**config.mk**
```make
export PLATFORM = sky130hd
export DESIGN_NAME = ssio_link_top
export DESIGN_NICKNAME = d
export VERILOG_FILES = /design/src/source/ssio_link_pkg.sv /design/src/source/ssio_sdr_out_diff.sv /design/src/source/ssio_sdr_in_diff.sv /design/src/source/link_framer.sv /design/src/source/link_deframer.sv /design/src/source/rx_buffer.sv /design/src/source/link_regs.sv /design/src/source/ssio_link_top.sv
export SDC_FILE = /design/constraint.sdc
export NUM_CORES = 1
export LEC_CHECK = 0
export BUFFER_PORTS_ARGS = -buffer_cell sky130_fd_sc_hd__buf_2
export CORE_MARGIN = 3
export CORE_UTILIZATION = 59
export CTS_CLUSTER_SIZE = 24
export DETAILED_ROUTE_END_ITERATION = 8
export PLACE_DENSITY = 0.8
export SYNTH_ARGS = -nofsm -noshare
export SYNTH_HDL_FRONTEND = slang
export SYNTH_HIERARCHICAL = 1
export SYNTH_SLANG_ARGS = --single-unit
export TNS_END_PERCENT = 20
```
**constraint.sdc**
```tcl
create_clock -name clk -period 3.6 [get_ports clk]
set_clock_uncertainty 0.1 [all_clocks]
set_input_delay 0.18 -clock clk [delete_from_list [all_inputs] [get_ports clk]]
set_output_delay 0.18 -clock clk [all_outputs]
set_load 0.02 [all_outputs]
```
**src/source/ssio_link_pkg.sv**
```systemverilog
// SSIO link shared definitions
package ssio_link_pkg;

    // link word and buffer geometry
    localparam int LINK_W   = 10;
    localparam int RX_DEPTH = 16;
    // must hold 0 to RX_DEPTH
    localparam int CREDIT_W = 5;

    typedef logic [7:0] data_t;

    typedef enum logic [2:0] {
        CODE_IDLE   = 3'd0,
        CODE_CREDIT = 3'd1
    } ctrl_code_e;

    // same 10 bits seen as data or control, selected by k
    typedef union packed {
        struct packed {
            logic  k;
            logic  parity;
            data_t data;
        } dat;
        struct packed {
            logic       k;
            ctrl_code_e code;
            logic [5:0] count;
        } ctl;
    } link_word_u;

    // filler when there is nothing to send
    localparam link_word_u IDLE_WORD = link_word_u'({1'b1, CODE_IDLE, 6'd0});

endpackage

```
**src/source/ssio_sdr_out_diff.sv**
```systemverilog
// Differential SDR output stage
module ssio_sdr_out_diff #(
    // use generic logic instead of vendor buffers
    parameter logic SIM = 1'b0,
    // "GENERIC", "XILINX" or "ALTERA"
    parameter string VENDOR = "XILINX",
    parameter int WIDTH = 1
) (
    input  logic             clk,
    input  logic [WIDTH-1:0] input_d,
    output logic             output_clk_p,
    output logic             output_clk_n,
    output logic [WIDTH-1:0] output_q_p,
    output logic [WIDTH-1:0] output_q_n
);

    logic             output_clk;
    logic [WIDTH-1:0] output_q;

    // single data-rate launch register
    always_ff @(posedge clk) begin
        output_q <= input_d;
    end

    // inverted clock puts the forwarded edge in the middle of the bit
    assign output_clk = ~clk;

    // true and complement levels driven directly
    assign output_clk_p = output_clk;
    assign output_clk_n = ~output_clk;
    assign output_q_p   = output_q;
    assign output_q_n   = ~output_q;

endmodule

```
**src/source/ssio_sdr_in_diff.sv**
```systemverilog
// Differential SDR input stage
module ssio_sdr_in_diff #(
    // use generic logic instead of vendor buffers
    parameter logic SIM = 1'b0,
    // "GENERIC", "XILINX" or "ALTERA"
    parameter string VENDOR = "XILINX",
    parameter int WIDTH = 1
) (
    input  logic             clk,
    input  logic [WIDTH-1:0] input_p,
    input  logic [WIDTH-1:0] input_n,
    output logic [WIDTH-1:0] output_q
);

    logic [WIDTH-1:0] input_se;

    // follows p while the pair is driven differentially
    assign input_se = input_p & ~input_n;

    // capture on the local clock, no recovered clock in this endpoint
    always_ff @(posedge clk) begin
        output_q <= input_se;
    end

endmodule

```
**src/source/link_framer.sv**
```systemverilog
// Link transmit framer
module link_framer (
    input  logic                                clk,
    input  logic                                rst,
    input  logic                                enable,
    input  ssio_link_pkg::data_t                tx_data,
    input  logic                                tx_valid,
    output logic                                tx_ready,
    input  logic [5:0]                          peer_credit,
    input  logic                                peer_credit_valid,
    input  logic                                freed,
    input  logic                                drop,
    output logic [ssio_link_pkg::CREDIT_W-1:0]  credits,
    output ssio_link_pkg::link_word_u           word
);

    import ssio_link_pkg::*;

    logic [CREDIT_W-1:0] pending;
    logic                send_credit;
    logic                accept;
    link_word_u          word_next;

    // credit return always wins over data
    assign send_credit = (pending != '0);

    assign tx_ready = enable && (credits != '0) && !send_credit;
    assign accept   = tx_valid && tx_ready;

    // word selection
    always_comb begin
        word_next = IDLE_WORD;
        if (send_credit) begin
            word_next.ctl.k     = 1'b1;
            word_next.ctl.code  = CODE_CREDIT;
            word_next.ctl.count = 6'(pending);
        end else if (accept) begin
            word_next.dat.k      = 1'b0;
            // even parity over data and parity bit
            word_next.dat.parity = ^tx_data;
            word_next.dat.data   = tx_data;
        end
    end

    always_ff @(posedge clk) begin
        if (rst) begin
            word <= IDLE_WORD;
        end else begin
            word <= word_next;
        end
    end

    // peer buffer credits, starts at the peer's full depth
    always_ff @(posedge clk) begin
        if (rst) begin
            credits <= CREDIT_W'(RX_DEPTH);
        end else begin
            credits <= credits
                     + (peer_credit_valid ? CREDIT_W'(peer_credit) : '0)
                     - CREDIT_W'(accept);
        end
    end

    // credits owed back to the peer, popped or dropped entries
    always_ff @(posedge clk) begin
        if (rst) begin
            pending <= '0;
        end else if (send_credit) begin
            // whole balance goes out this cycle
            pending <= CREDIT_W'(freed) + CREDIT_W'(drop);
        end else begin
            pending <= pending + CREDIT_W'(freed) + CREDIT_W'(drop);
        end
    end

endmodule

```
**src/source/link_deframer.sv**
```systemverilog
// Link receive deframer
module link_deframer (
    input  logic                        clk,
    input  logic                        rst,
    input  ssio_link_pkg::link_word_u   word,
    output ssio_link_pkg::data_t        wr_data,
    output logic                        wr_en,
    output logic                        drop,
    output logic [5:0]                  peer_credit,
    output logic                        peer_credit_valid,
    output logic                        parity_err
);

    import ssio_link_pkg::*;

    logic is_data;
    logic parity_ok;
    logic is_credit;

    // k picks the view
    assign is_data   = !word.dat.k;
    assign parity_ok = ~^{word.dat.parity, word.dat.data};
    assign is_credit = word.ctl.k && (word.ctl.code == CODE_CREDIT);

    always_ff @(posedge clk) begin
        if (rst) begin
            wr_en             <= 1'b0;
            drop              <= 1'b0;
            parity_err        <= 1'b0;
            peer_credit_valid <= 1'b0;
        end else begin
            wr_en             <= is_data && parity_ok;
            // bad word still frees its credit at the peer
            drop              <= is_data && !parity_ok;
            parity_err        <= is_data && !parity_ok;
            peer_credit_valid <= is_credit;
        end
    end

    // payload fields
    always_ff @(posedge clk) begin
        wr_data     <= word.dat.data;
        peer_credit <= word.ctl.count;
    end

endmodule

```
**src/source/rx_buffer.sv**
```systemverilog
// Receive FIFO with credit return
module rx_buffer (
    input  logic                    clk,
    input  logic                    rst,
    input  ssio_link_pkg::data_t    wr_data,
    input  logic                    wr_en,
    output ssio_link_pkg::data_t    rx_data,
    output logic                    rx_valid,
    input  logic                    rx_ready,
    output logic                    freed
);

    import ssio_link_pkg::*;

    data_t                      mem [RX_DEPTH];
    logic [$clog2(RX_DEPTH):0]  wr_ptr;
    logic [$clog2(RX_DEPTH):0]  rd_ptr;
    logic                       empty;
    logic                       load;

    assign empty = (wr_ptr == rd_ptr);
    // refill the output register when it is free or being popped
    assign load  = !empty && (!rx_valid || rx_ready);
    assign freed = rx_valid && rx_ready;

    // no full check, the peer never sends beyond its credits
    always_ff @(posedge clk) begin
        if (wr_en) begin
            mem[wr_ptr[$clog2(RX_DEPTH)-1:0]] <= wr_data;
        end
        if (load) begin
            rx_data <= mem[rd_ptr[$clog2(RX_DEPTH)-1:0]];
        end
    end

    always_ff @(posedge clk) begin
        if (rst) begin
            wr_ptr   <= '0;
            rd_ptr   <= '0;
            rx_valid <= 1'b0;
        end else begin
            if (wr_en) begin
                wr_ptr <= wr_ptr + 1'b1;
            end
            if (load) begin
                rd_ptr   <= rd_ptr + 1'b1;
                rx_valid <= 1'b1;
            end else if (rx_ready) begin
                rx_valid <= 1'b0;
            end
        end
    end

endmodule

```
**src/source/link_regs.sv**
```systemverilog
// Link control and status registers
module link_regs (
    input  logic                                clk,
    input  logic                                rst,
    input  logic [1:0]                          reg_addr,
    input  logic [7:0]                          reg_wdata,
    input  logic                                reg_we,
    output logic [7:0]                          reg_rdata,
    input  logic [ssio_link_pkg::CREDIT_W-1:0]  credits,
    input  logic                                parity_err,
    output logic                                enable
);

    logic [7:0] err_cnt;

    // control register, bit 0 enables transmit
    always_ff @(posedge clk) begin
        if (rst) begin
            enable <= 1'b0;
        end else if (reg_we && reg_addr == 2'd0) begin
            enable <= reg_wdata[0];
        end
    end

    // saturating error count, any write clears it
    always_ff @(posedge clk) begin
        if (rst) begin
            err_cnt <= '0;
        end else if (reg_we && reg_addr == 2'd2) begin
            err_cnt <= '0;
        end else if (parity_err && err_cnt != 8'hff) begin
            err_cnt <= err_cnt + 8'd1;
        end
    end

    // read mux
    always_comb begin
        case (reg_addr)
            2'd0:    reg_rdata = {7'd0, enable};
            2'd1:    reg_rdata = 8'(credits);
            2'd2:    reg_rdata = err_cnt;
            default: reg_rdata = 8'd0;
        endcase
    end

endmodule

```
**src/source/ssio_link_top.sv**
```systemverilog
// SSIO link endpoint
module ssio_link_top (
    input  logic                                clk,
    input  logic                                rst,
    input  ssio_link_pkg::data_t                tx_data,
    input  logic                                tx_valid,
    output logic                                tx_ready,
    output ssio_link_pkg::data_t                rx_data,
    output logic                                rx_valid,
    input  logic                                rx_ready,
    input  logic [1:0]                          reg_addr,
    input  logic [7:0]                          reg_wdata,
    input  logic                                reg_we,
    output logic [7:0]                          reg_rdata,
    output logic                                link_clk_p,
    output logic                                link_clk_n,
    output logic [ssio_link_pkg::LINK_W-1:0]    link_q_p,
    output logic [ssio_link_pkg::LINK_W-1:0]    link_q_n,
    input  logic [ssio_link_pkg::LINK_W-1:0]    link_d_p,
    input  logic [ssio_link_pkg::LINK_W-1:0]    link_d_n
);

    import ssio_link_pkg::*;

    link_word_u             tx_word;
    link_word_u             rx_word;
    logic                   enable;
    logic [CREDIT_W-1:0]    credits;
    logic [5:0]             peer_credit;
    logic                   peer_credit_valid;
    logic                   freed;
    logic                   drop;
    logic                   parity_err;
    data_t                  wr_data;
    logic                   wr_en;

    // transmit lane
    link_framer framer_inst (
        .clk(clk), .rst(rst), .enable(enable),
        .tx_data(tx_data), .tx_valid(tx_valid), .tx_ready(tx_ready),
        .peer_credit(peer_credit), .peer_credit_valid(peer_credit_valid),
        .freed(freed), .drop(drop), .credits(credits), .word(tx_word)
    );

    ssio_sdr_out_diff #(.SIM(1'b1), .VENDOR("GENERIC"), .WIDTH(LINK_W)) sdr_out_inst (
        .clk(clk), .input_d(tx_word),
        .output_clk_p(link_clk_p), .output_clk_n(link_clk_n),
        .output_q_p(link_q_p), .output_q_n(link_q_n)
    );

    // receive lane
    ssio_sdr_in_diff #(.SIM(1'b1), .VENDOR("GENERIC"), .WIDTH(LINK_W)) sdr_in_inst (
        .clk(clk), .input_p(link_d_p), .input_n(link_d_n), .output_q(rx_word)
    );

    link_deframer deframer_inst (
        .clk(clk), .rst(rst), .word(rx_word),
        .wr_data(wr_data), .wr_en(wr_en), .drop(drop),
        .peer_credit(peer_credit), .peer_credit_valid(peer_credit_valid),
        .parity_err(parity_err)
    );

    rx_buffer rx_buffer_inst (
        .clk(clk), .rst(rst), .wr_data(wr_data), .wr_en(wr_en),
        .rx_data(rx_data), .rx_valid(rx_valid), .rx_ready(rx_ready), .freed(freed)
    );

    link_regs regs_inst (
        .clk(clk), .rst(rst), .reg_addr(reg_addr), .reg_wdata(reg_wdata),
        .reg_we(reg_we), .reg_rdata(reg_rdata), .credits(credits),
        .parity_err(parity_err), .enable(enable)
    );

endmodule

```
==> results of run 1 <==
==> final cells by class <==
type                    instances  area [um2]  area share
flip-flops and latches        207        5510       0.554
multi-input cells             269        2610       0.262
repair buffers                114         768      0.0772
clock buffers                  35         684      0.0688
well taps                     180         225      0.0226
inverters                      31         118      0.0118
clock inverters                 7        36.3     0.00365
==> power groups by stage <==
stage | clock [W] | combinational, W | sequential, W
floorplan | 0.0000524 | 0.000721 | 0.00288
global placement | 0.0000553 | 0.000880 | 0.00289
detailed placement | 0.0000553 | 0.000911 | 0.00290
CTS | 0.00224 | 0.000949 | 0.00286
global route | 0.00233 | 0.00103 | 0.00288
finish | 0.00220 | 0.000942 | 0.00285
==> Yosys cell counts, types with 14 or more instances <==
master / n
mux2i_1: 16
ha_1: 17
and2_1: 20
nand2_1: 14
xnor2_1: 26
mux4_1: 21
nor2_1: 22
edfxtp_1: 136
nor2b_1: 14
a21oi_1: 21
dfxtp_1: 71
inv_1: 31
==> critical path: cells and delay by family (launching register included) <==
family	cells	cell delay, ns
buffers and inverters	2	0.18
xor gates and xnor gates	1	0.14
DFF	1	0.32
and+or+nand+nor	4	0.97
adders and majority gates	3	0.74
AOI/OAI and AO/OA	2	0.40
==> worst min path at each step <==
| stage | startpoint | end | slack, ns | cells after the start |
|---|---|---|---|---|
| floorplan | link_d_n[0] | sdr_in_inst/output_q[0] | 0.14 | 1 |
| global placement | framer_inst/word[5] | sdr_out_inst/output_q_p[5] | 0.21 | 0 |
| detailed placement | framer_inst/word[6] | sdr_out_inst/output_q_p[6] | 0.21 | 0 |
| CTS | rst | rx_buffer_inst/wr_ptr[0] | 0.01 | 2 |
| global route | rst | rx_buffer_inst/wr_ptr[2] | 0.06 | 2 |
| finish | rst | framer_inst/word[0] | 0.03 | 2 |
==> cells by family after synthesis <==
group           count (synthesis)
simple gates                  118
mux                            50
buf+inv                        60
compound gates                 50
other cells                     1
fa+ha+maj                      19
flops                         207
xor+xnor                       30
==> metal layers <==
| layer | vias up | GRT usage | share of wire |
|---|---|---|---|
| li1 | 2205 | - | - |
| met1 | 2352 | 0.274 | 0.43 |
| met2 | 160 | 0.349 | 0.50 |
| met3 | 32 | 0.0318 | 0.053 |
| met4 | 0 | 0.0631 | 0.022 |
| met5 | - | 0 | 0 |
==> repair_timing <==
action / CTS / global route
buffers inserted: 0 / 0
resized for setup: 0 / 0
endpoints found under the hold margin: 24 / 0
hold buffers: 38 / 0
==> sequential cells by signal, summed over array words and instances, names as in the netlist <==
| signal | count |
|---|---|
| rx_buffer_inst/mem | 128 |
| framer_inst/word | 10 |
| sdr_in_inst/output_q | 10 |
| sdr_out_inst/output_q_p | 10 |
| regs_inst/err_cnt | 8 |
| rx_buffer_inst/rx_data | 8 |
| deframer_inst/wr_data | 6 |
| framer_inst/credits | 5 |
| framer_inst/pending | 5 |
| rx_buffer_inst/rd_ptr | 5 |
| rx_buffer_inst/wr_ptr | 5 |
| deframer_inst/peer_credit | 2 |
| deframer_inst/parity_err | 1 |
| deframer_inst/peer_credit_valid | 1 |
| deframer_inst/wr_en | 1 |
| regs_inst/enable | 1 |
| rx_buffer_inst/rx_valid | 1 |
==> per-stage QoR <==
step	std cells	util	setup slack, ns
finish	843	0.711	0.638
global route	843	0.711	0.503
CTS	843	0.711	0.640
detailed placement	766	0.633	0.665
global placement	766	0.633	0.745
floorplan	536	-	0.893
==> impl_results.md, run 1 <==
* WP data arrival at 3.34 ns
* First-pass GRT wire length at 25.8 mm
* ANT cells at 0
* WL final at 16.0 mm
* Clk_lat worst skew at 0.59 ns
* Filler cells at 909
* Worst vdd ir at 413 uV
* Slew HR at 0.400
* Synth area leaders: edfxtp_1 48%, dfxtp_1 17%, mux4_1 6.5%
* Tot Pwr at 0.00599 W
* GRT Residual Overflow at 0
* Share of total power in the clock network at 0.367
* Commonest non-fill, non-tap cell in the layout: edfxtp_1
* Die Span X at 126 um
* Worst Setup Start Kind: flop
* Synth Area in XOR/XNOR at 0.0309
* DRT Pass-1 Iters at 4
* Reg power frac at 0.476
* Cell internal pwr at 0.00446 W
* Worst Reg2Reg Path Length in Cells at 12
* Asr flop ratio synth at 0
* HPWL after DPL at 9.87 mm
* Core Area at 0.0140 mm2
* Power density over the cells at 603 mW/mm2
* Synth Flop Type: edfxtp_1
* Drt wl/cell at 19.0 um
* Post-Syn Instances at 535
* Status: complete, no violations
* Reg clk slew, reported paths at 0.06 ns
* Cell breakdown of the critical path: or4_4 > nor2_4 > nand4_2 > clkinv_2 > ha_1 > inv_1 > ha_1 > fa_1 > a21o_1 > a21oi_1 > xnor2_1 > nand2b_1
* Largest family of logic cells by synthesized area: multiplexers
* Die height at 126 um
* Largest net degree at the start of global routing at 41
* Slack of the worst reg-to-reg path at 0.64 ns
* Timing-limited maximum frequency at 0.338 GHz
* CP Capture Type: flop
* Antenna Nets Post-Route at 0
* Crit-path max FO at 7
* Area grow syn2layout at 17.1%
* Via count at 4,749
* Post-synth EDFFs at 136
* DR DRC count at 0
* CTS tree: built
* Max Slew Vio Count at 0
* Worst hold slack at 0.0288 ns
* Adder-Cell Fraction of Synth Area at 0.0298
* Drt via density at 5.63
* Initial antenna violation count at 0
* Synth Cell Area at 0.00849 mm2
* Post-synth top area cell: edfxtp_1
* Endpoints failing hold at 0
* Period minus WS final at 2.96 ns
* R2r endpoint: framer_inst/credits[4]
* Final Net Count at 712
* Final setup viols at 0
* Synth Area in Compound Gates at 0.0395
* Hold crit path type: input port to flop
* RSZ-0062 raised after global routing: no
* Lkg Pwr at 3.69 nW
* Initial Util at 0.607
* Worst slew pin tran at 0.899 ns
* Max Cap Viol at 0
* Port buffer count at 75
* Worst EP required at 3.98 ns
* R2R Path Start: framer_inst/pending[3]
* I/O pins at 83
* Crit share post-route at 0.823
* Placer's final routability congestion estimate at 0.785
* Critical path type: flop to flop
* Slowest CP cell: or4_4
* Worst Setup EP: framer_inst/credits[4]
* Initial DRC Count at 269
* Commonest non-fill, non-tap cells in the layout: 136 x edfxtp_1, 75 x buf_2, 70 x dfxtp_1
* Layout cells sized above 1 at 0.213
* Total track usage at 0.204
* Sequential area share after synthesis at 0.648
* Placement Rows at 43
* Multiplexer area fraction after synthesis at 0.116
* Simple logic cell fraction of the synthesized area at 0.0903
* Setup TNS at 0 ns
* Die ar. at 0.0159 mm2
* Number of global-route vias before repair at 5,036
* Synth top area share at 0.481
* Final instance area at 0.00995 mm2
* Comb pwr share at 0.157
* CP peak stage delay at 0.55 ns
* Register bit count reported by yosys at 207
* Switch share at 0.256
* Crit-path most repeated cell: ha_1
* DP Area at 0.00886 mm2
* Syn avg cell area at 15.9 um2
* Critical path origin: framer_inst/pending[3]
* Psw at 0.00153 W
* Synth cell types at 55
* Synth warnings at 6
Power figures use the tool's default switching activity.
==> inputs of run 2 (changes only) <==
--- a/config.mk
+++ b/config.mk
@@ -7,10 +7,10 @@
 export LEC_CHECK = 0
 export BUFFER_PORTS_ARGS = -buffer_cell sky130_fd_sc_hd__buf_2
 export CORE_MARGIN = 3
-export CORE_UTILIZATION = 59
+export CORE_UTILIZATION = 53
 export CTS_CLUSTER_SIZE = 24
 export DETAILED_ROUTE_END_ITERATION = 8
-export PLACE_DENSITY = 0.8
+export PLACE_DENSITY = 0.76
 export SYNTH_ARGS = -nofsm -noshare
 export SYNTH_HDL_FRONTEND = slang
 export SYNTH_HIERARCHICAL = 1
==> constraint.sdc (replaced) <==
create_clock -name clk -period 2.63 [get_ports clk]
set_clock_uncertainty 0.1 [all_clocks]
set_input_delay 0.1315 -clock clk [delete_from_list [all_inputs] [get_ports clk]]
set_output_delay 0.1315 -clock clk [all_outputs]
set_load 0.02 [all_outputs]
==> run 2 against run 1 <==
Clock-buffer cell count rose by 2. Fmax is 14% higher. First-iteration DRC count up 48%. Cell area rose by 4.2%. Setup slack lost 0.60 ns. Clock power grew 51%. Global-route usage decreased by 1.4 points. Hold slack improved by 0.028 ns. Via count increased by 3.8%. Largest power group unchanged.
==> impl_results.md, run 2 (same netlist as run 1, synthesis figures left out) <==
* Crit share post-route at 0.986 (was 0.823)
* Number of global-route vias before repair at 5,201 (was 5,036)
* Endpoints failing hold at 0 (unchanged)
* Final setup viols at 0 (unchanged)
* R2R Path Start: framer_inst/pending[2] (was framer_inst/pending[3])
* Core Area at 0.0154 mm2 (was 0.0140 mm2)
* CTS tree: built (unchanged)
* Die height at 133 um (was 126 um)
* Reg clk slew, reported paths at 0.06 ns (about the same)
* Drt wl/cell at 18.7 um (was 19.0 um)
* Global route hottest layer: met2 (unchanged)
* Final Net Count at 740 (was 712)
* Initial Util at 0.550 (was 0.607)
* Commonest non-fill, non-tap cells in the layout: 136 x edfxtp_1, 75 x buf_2, 69 x dfxtp_1 (was 136 x edfxtp_1, 75 x buf_2, 70 x dfxtp_1)
* Clk_lat worst skew at 0.61 ns (was 0.59 ns)
* WP data arrival at 2.98 ns (was 3.34 ns)
* CP Capture Type: flop (unchanged)
* GRT met1 Usage at 0.234 (was 0.274)
* Largest net degree at the start of global routing at 41 (unchanged)
* Worst Reg2Reg Path Length in Cells at 12 (unchanged)
* RSZ-0062 raised after global routing: yes (was no)
* Initial DRC Count at 397 (was 269)
* Lkg Pwr at 3.88 nW (was 3.69 nW)
* Drt via density at 5.45 (was 5.63)
* Critical path type: flop to flop (unchanged)
* Max Cap Viol at 0 (unchanged)
* Grt met3 use at 0.0449 (was 0.0318)
* Crit-path max FO at 2 (was 7)
* Max Slew Vio Count at 0 (unchanged)
* Die ar. at 0.0176 mm2 (was 0.0159 mm2)
* HPWL after DPL at 10.7 mm (was 9.87 mm)
* ANT cells at 0 (unchanged)
* Antenna Nets Post-Route at 0 (unchanged)
* Port buffer count at 75 (unchanged)
* Worst vdd ir at 579 uV (was 413 uV)
* Timing-limited maximum frequency at 0.386 GHz (was 0.338 GHz)
* Commonest non-fill, non-tap cell in the layout: edfxtp_1 (unchanged)
* Setup TNS at 0 ns (unchanged)
* Placement Rows at 45 (was 43)
* Max reg flops at 128 (unchanged)
* Worst slew pin tran at 0.708 ns (was 0.899 ns)
* Hold crit path type: input port to flop (unchanged)
* Via count at 4,930 (was 4,749)
* Slew HR at 0.527 (was 0.400)
* Area grow syn2layout at 22.1% (was 17.1%)
* I/O pins at 83 (unchanged)
* Initial antenna violation count at 0 (unchanged)
* Worst EP required at 3.02 ns (was 3.98 ns)
* First-pass GRT wire length at 26.8 mm (was 25.8 mm)
* Worst Setup Start Kind: flop (unchanged)
* Die Span X at 133 um (was 126 um)
* Layout cells sized above 1 at 0.248 (was 0.213)
* Period minus WS final at 2.59 ns (was 2.96 ns)
* WHS Path Cells at 4 (was 2)
* Startpoint of the worst hold path: reg_addr[1] (was rst)
* WL final at 17.0 mm (was 16.0 mm)
* Status: complete, no violations (unchanged)
* Critical path origin: framer_inst/pending[2] (was framer_inst/pending[3])
* DRT Pass-1 Iters at 4 (unchanged)
* Met2 Track Usage GR at 0.336 (was 0.349)
* Total track usage at 0.191 (was 0.204)
* DR DRC count at 0 (unchanged)
* GRT Residual Overflow at 0 (unchanged)
* Power density over the cells at 834 mW/mm2 (was 603 mW/mm2)
* Tot Pwr at 0.00864 W (was 0.00599 W)
* Placer's final routability congestion estimate at 0.880 (was 0.785)
[run 2: cell count changes in the layout (fill, tap and decap cells not counted), moves of 2 or more]
cell           change
buf_4             +19
clkbuf_16          +2
clkinv_4           +3
dlygate4sd3_1      +7
ha_1               -2
ha_4               +2
inv_2              +2
inv_4              -2
[run 2: power by group]
| part | internal (W) | switching (W) | leakage [nW] | total [W] |
|---|---|---|---|---|
| Combinational | 0.000711 | 0.000756 | 1.64 | 0.00147 |
| Sequential | 0.00369 | 0.000160 | 1.83 | 0.00385 |
| Clock | 0.00204 | 0.00129 | 0.409 | 0.00333 |
| Total | 0.00644 | 0.00220 | 3.88 | 0.00864 |
[run 2: layout make-up]
class	instances	area, um2
multi-input combinational	269	2650
inverter	31	121
fill	1075	5060
clock inverter	9	83.8
tap	211	264
sequential	207	5510
clock buffer	37	734
timing repair buffer	141	1000
[run 2: critical path, stage by stage (launching register included)]
cell      delay, ns
dfxtp_2        0.32
or4_4          0.55
nor2_4         0.15
nand4_4        0.12
clkinv_4       0.08
ha_4           0.12
inv_2          0.04
ha_4           0.15
fa_2           0.34
a21o_1         0.20
a21oi_2        0.12
xnor2_1        0.12
nand2b_1       0.07
[run 2: routing by layer]
layer,share of wire,vias up
met1,0.40,2463
met4,0.023,0
met5,0,-
met2,0.52,168
met3,0.054,34
li1,-,2265
[run 2: path summary, 6_finish.rpt]
path / slack (ns) / to
worst min-delay path: 0.06 / regs_inst/err_cnt[4]
worst max register to register: 0.04 / framer_inst/credits[4]
worst max-delay path: 0.04 / framer_inst/credits[4]
worst min register to register: 0.23 / sdr_out_inst/output_q_p[3]
[run 2: timing repair]
item / CTS / global route
pin swaps: 1 / 10
resized for setup: 0 / 5
endpoints found under the hold margin: 38 / 0
buffers inserted: 0 / 5
setup endpoints to repair: 1 / 1
hold buffers: 45 / 0
[run 2: through the flow]
stage | setup WS [ns] | cells | area [um2] | utilization | hold WS, ns
2_1_floorplan | 0.00717 | 536 | 8520 | - | 0.0958
3_3_place_gp | 0.0478 | 812 | 9040 | 0.586 | 0.166
3_5_place_dp | -0.00332 | 812 | 9040 | 0.586 | 0.166
4_1_cts | 0.00403 | 900 | 10300 | 0.668 | 0.0145
5_1_grt | -0.0450 | 905 | 10400 | 0.672 | 0.0895
6_report | 0.0362 | 905 | 10400 | 0.672 | 0.0565
==> inputs of run 3 (changes only) <==
--- a/config.mk
+++ b/config.mk
@@ -10,9 +10,9 @@
 export CORE_UTILIZATION = 53
 export CTS_CLUSTER_SIZE = 24
 export DETAILED_ROUTE_END_ITERATION = 8
-export PLACE_DENSITY = 0.76
+export PLACE_DENSITY = 0.87
+export REMOVE_ABC_BUFFERS = 1
 export SYNTH_ARGS = -nofsm -noshare
 export SYNTH_HDL_FRONTEND = slang
-export SYNTH_HIERARCHICAL = 1
 export SYNTH_SLANG_ARGS = --single-unit
 export TNS_END_PERCENT = 20
==> run 3 against run 2 <==
Cell area down 3.7%. Sequential power about the same. Synthesized cell count grew 1.5%.
==> impl_results.md, run 3 <==
* Status: complete, no violations (unchanged)
* WP data arrival at 3.00 ns (was 2.98 ns)
* Timing-limited maximum frequency at 0.381 GHz (was 0.386 GHz)
* Endpoints failing hold at 0 (unchanged)
* Synth warnings at 0 (was 6)
* Slowest CP cell: or3_4 (was or4_4)
* Worst Setup Start Kind: flop (unchanged)
* Hold crit path type: input port to flop (unchanged)
* CP peak stage delay at 0.40 ns (was 0.55 ns)
* Synth Cell Area at 0.00823 mm2 (was 0.00849 mm2)
* Post-synth top area cell: edfxtp_1 (unchanged)
* Worst slew pin tran at 0.830 ns (was 0.708 ns)
* Initial DRC Count at 438 (was 397)
* GRT Residual Overflow at 0 (unchanged)
* Syn avg cell area at 15.1 um2 (was 15.9 um2)
* Final instance area at 0.00998 mm2 (was 0.0104 mm2)
* Final setup viols at 0 (unchanged)
* Die ar. at 0.0170 mm2 (was 0.0176 mm2)
* Placer's final routability congestion estimate at 0.766 (was 0.880)
* Crit share post-route at 0.998 (was 0.986)
* Worst EP required at 3.00 ns (was 3.02 ns)
* Top-count cell post-synth: edfxtp_1 (unchanged)
* Drt wl/cell at 21.2 um (was 18.7 um)
* Synth Flop Type: edfxtp_1 (unchanged)
* Number of global-route vias before repair at 5,247 (was 5,201)
* Total track usage at 0.220 (was 0.191)
* Reg clk slew, reported paths at 0.06 ns (about the same)
* Core Area at 0.0149 mm2 (was 0.0154 mm2)
* CP Capture Type: flop (unchanged)
* CTS tree: built (unchanged)
* Commonest non-fill, non-tap cells in the layout: 136 x edfxtp_1, 75 x buf_2, 69 x dfxtp_1 (unchanged)
* DP Area at 0.00882 mm2 (was 0.00904 mm2)
* Synth area leaders: edfxtp_1 50%, dfxtp_1 17%, mux4_2 8.8% (was edfxtp_1 48%, dfxtp_1 17%, mux4_1 6.5%)
* Power density over the cells at 809 mW/mm2 (was 834 mW/mm2)
* Max reg flops at 128 (unchanged)
* Asr flop ratio synth at 0 (unchanged)
* Max Cap Viol at 0 (unchanged)
* Sequential area share after synthesis at 0.669 (was 0.648)
* First-pass GRT wire length at 28.6 mm (was 26.8 mm)
* Critical path type: flop to flop (unchanged)
* Post-Syn Instances at 543 (was 535)
* Post-synth EDFFs at 136 (unchanged)
* Final Net Count at 739 (was 740)
* Register bit count reported by yosys at 207 (unchanged)
* Die height at 131 um (was 133 um)
* Lkg Pwr at 3.66 nW (was 3.88 nW)
* Layout cells sized above 1 at 0.237 (was 0.248)
* WL final at 18.6 mm (was 17.0 mm)
* Top post-synthesis cells by count: 136 x edfxtp_1, 71 x dfxtp_1, 36 x inv_1 (was 136 x edfxtp_1, 71 x dfxtp_1, 31 x inv_1)
* Initial Util at 0.553 (was 0.550)
* Port buffer count at 75 (unchanged)
* Placement Rows at 44 (was 45)
* Synth cell types at 54 (was 55)
* Slew HR at 0.446 (was 0.527)
* Clk_lat worst skew at 0.60 ns (was 0.61 ns)
* HPWL after DPL at 10.3 mm (was 10.7 mm)
* Area grow syn2layout at 21.4% (was 22.1%)
* RSZ-0062 raised after global routing: yes (unchanged)
* DR DRC count at 0 (unchanged)
* Largest net degree at the start of global routing at 45 (was 41)
* Antenna Nets Post-Route at 0 (unchanged)
* Synth top area share at 0.497 (was 0.481)
* Die Span X at 131 um (was 133 um)
* Filler cells at 940 (was 1,075)
* Initial antenna violation count at 1 (was 0)
* Via count at 5,219 (was 4,930)
* Drt via density at 5.94 (was 5.45)
* Crit-path max FO at 3 (was 2)
* I/O pins at 83 (unchanged)
* Tot Pwr at 0.00808 W (was 0.00864 W)
* DRT Pass-1 Iters at 7 (was 4)
* Worst vdd ir at 557 uV (was 579 uV)
* Cell breakdown of the critical path: or3_4 > nor3_4 > nand4_4 > inv_2 > ha_4 > inv_2 > ha_4 > fa_2 > a21o_1 > a21oi_2 > xnor2_1 > nand2b_1 (was or4_4 > nor2_4 > nand4_4 > clkinv_4 > ha_4 > inv_2 > ha_4 > fa_2 > a21o_1 > a21oi_2 > xnor2_1 > nand2b_1)
* Period minus WS final at 2.62 ns (was 2.59 ns)
* Commonest non-fill, non-tap cell in the layout: edfxtp_1 (unchanged)
* Core Util, Final at 0.672 (about the same)
* Max Slew Vio Count at 0 (unchanged)
[run 3: changes by cell type after synthesis, moves of 7 or more]
cell	before	now
mux4_1	21	0
mux4_2	11	32
a22oi_1	0	16
a21oi_1	21	6
mux2i_1	16	4
a211oi_1	13	2
nor2b_4	10	0
nand3_1	1	10
nand2_1	14	22
xor2_1	4	11
[run 3: logic make-up (layout without fill, tap and decap cells)]
logic type / after synthesis / after routing / share of synthesized area
and+or+nand+nor: 131 / 131 / 0.0917
xor gates and xnor gates: 35 / 35 / 0.0373
DFF: 207 / 207 / 0.669
AOI/OAI and AO/OA: 52 / 52 / 0.0443
adders and majority gates: 19 / 19 / 0.0307
muxes: 38 / 38 / 0.0952
buffers and inverters: 60 / 208 / 0.0310
other: 1 / 4 / 0.000456
[run 3: final cells by class]
cell class | count | area, um2 | share of cell area
Sequential cell | 207 | 5510 | 0.552
Multi-Input combinational cell | 277 | 2500 | 0.250
Timing Repair Buffer | 129 | 918 | 0.0920
Clock buffer | 36 | 648 | 0.0649
Tap cell | 184 | 230 | 0.0231
Inverter | 35 | 131 | 0.0132
Clock inverter | 8 | 42.5 | 0.00426
Antenna cell | 2 | 5.00 | 0.000501
[run 3: routing by layer]
layer	track usage	up-vias	share of wire
li1	-	2261	-
met1	0.276	2607	0.37
met2	0.383	280	0.52
met3	0.0333	71	0.065
met4	0.0901	0	0.044
met5	0	-	0
[run 3: report_power, final]
group	internal, W	switching, W	total, W
combinational	0.000558	0.000771	0.00133
sequential	0.00369	0.000137	0.00382
clock	0.00170	0.00122	0.00293
[run 3: worst paths after layout]
check / startpoint / endpoint / slack [ns] / cells after the start
setup / recovery: framer_inst.pending[2] / framer_inst.credits[4] / 0.006 / 12
hold / removal: reg_addr[0] / regs_inst.err_cnt[3] / 0.15 / 4
setup reg to reg: framer_inst.pending[2] / framer_inst.credits[4] / 0.006 / 12
hold reg to reg: framer_inst.word[1] / sdr_out_inst.output_q_p[1] / 0.23 / 0
[run 3: critical path: cells and delay by family, from the launching register on]
family	cells	cell delay (ns)
AND/OR/NAND/NOR	4	0.88
XOR/XNOR	1	0.13
adder cells (fa/ha/maj)	3	0.62
buffers and inverters	2	0.13
AO/OA/AOI/OAI	2	0.32
flip-flops	1	0.32
[run 3: stage by stage]
stage,TNS (ns),hold slack (ns),setup slack (ns),instances
after floorplan,-3.75,0.0315,-0.338,520
after global placement,-0.0245,0.166,-0.0245,789
after detailed placement,-0.179,0.166,-0.179,789
after CTS,-0.000306,0.125,-0.000306,874
after global routing,-0.0716,0.163,-0.0716,877
final,0,0.145,0.00585,878
[run 3: repair_timing]
item / in CTS / in global routing
pin swaps: 9 / 5
hold endpoints to repair: 38 / 0
gates resized for setup: 8 / 0
setup buffers: 1 / 2
hold buffers: 43 / 0
endpoints found under the setup margin: 2 / 3
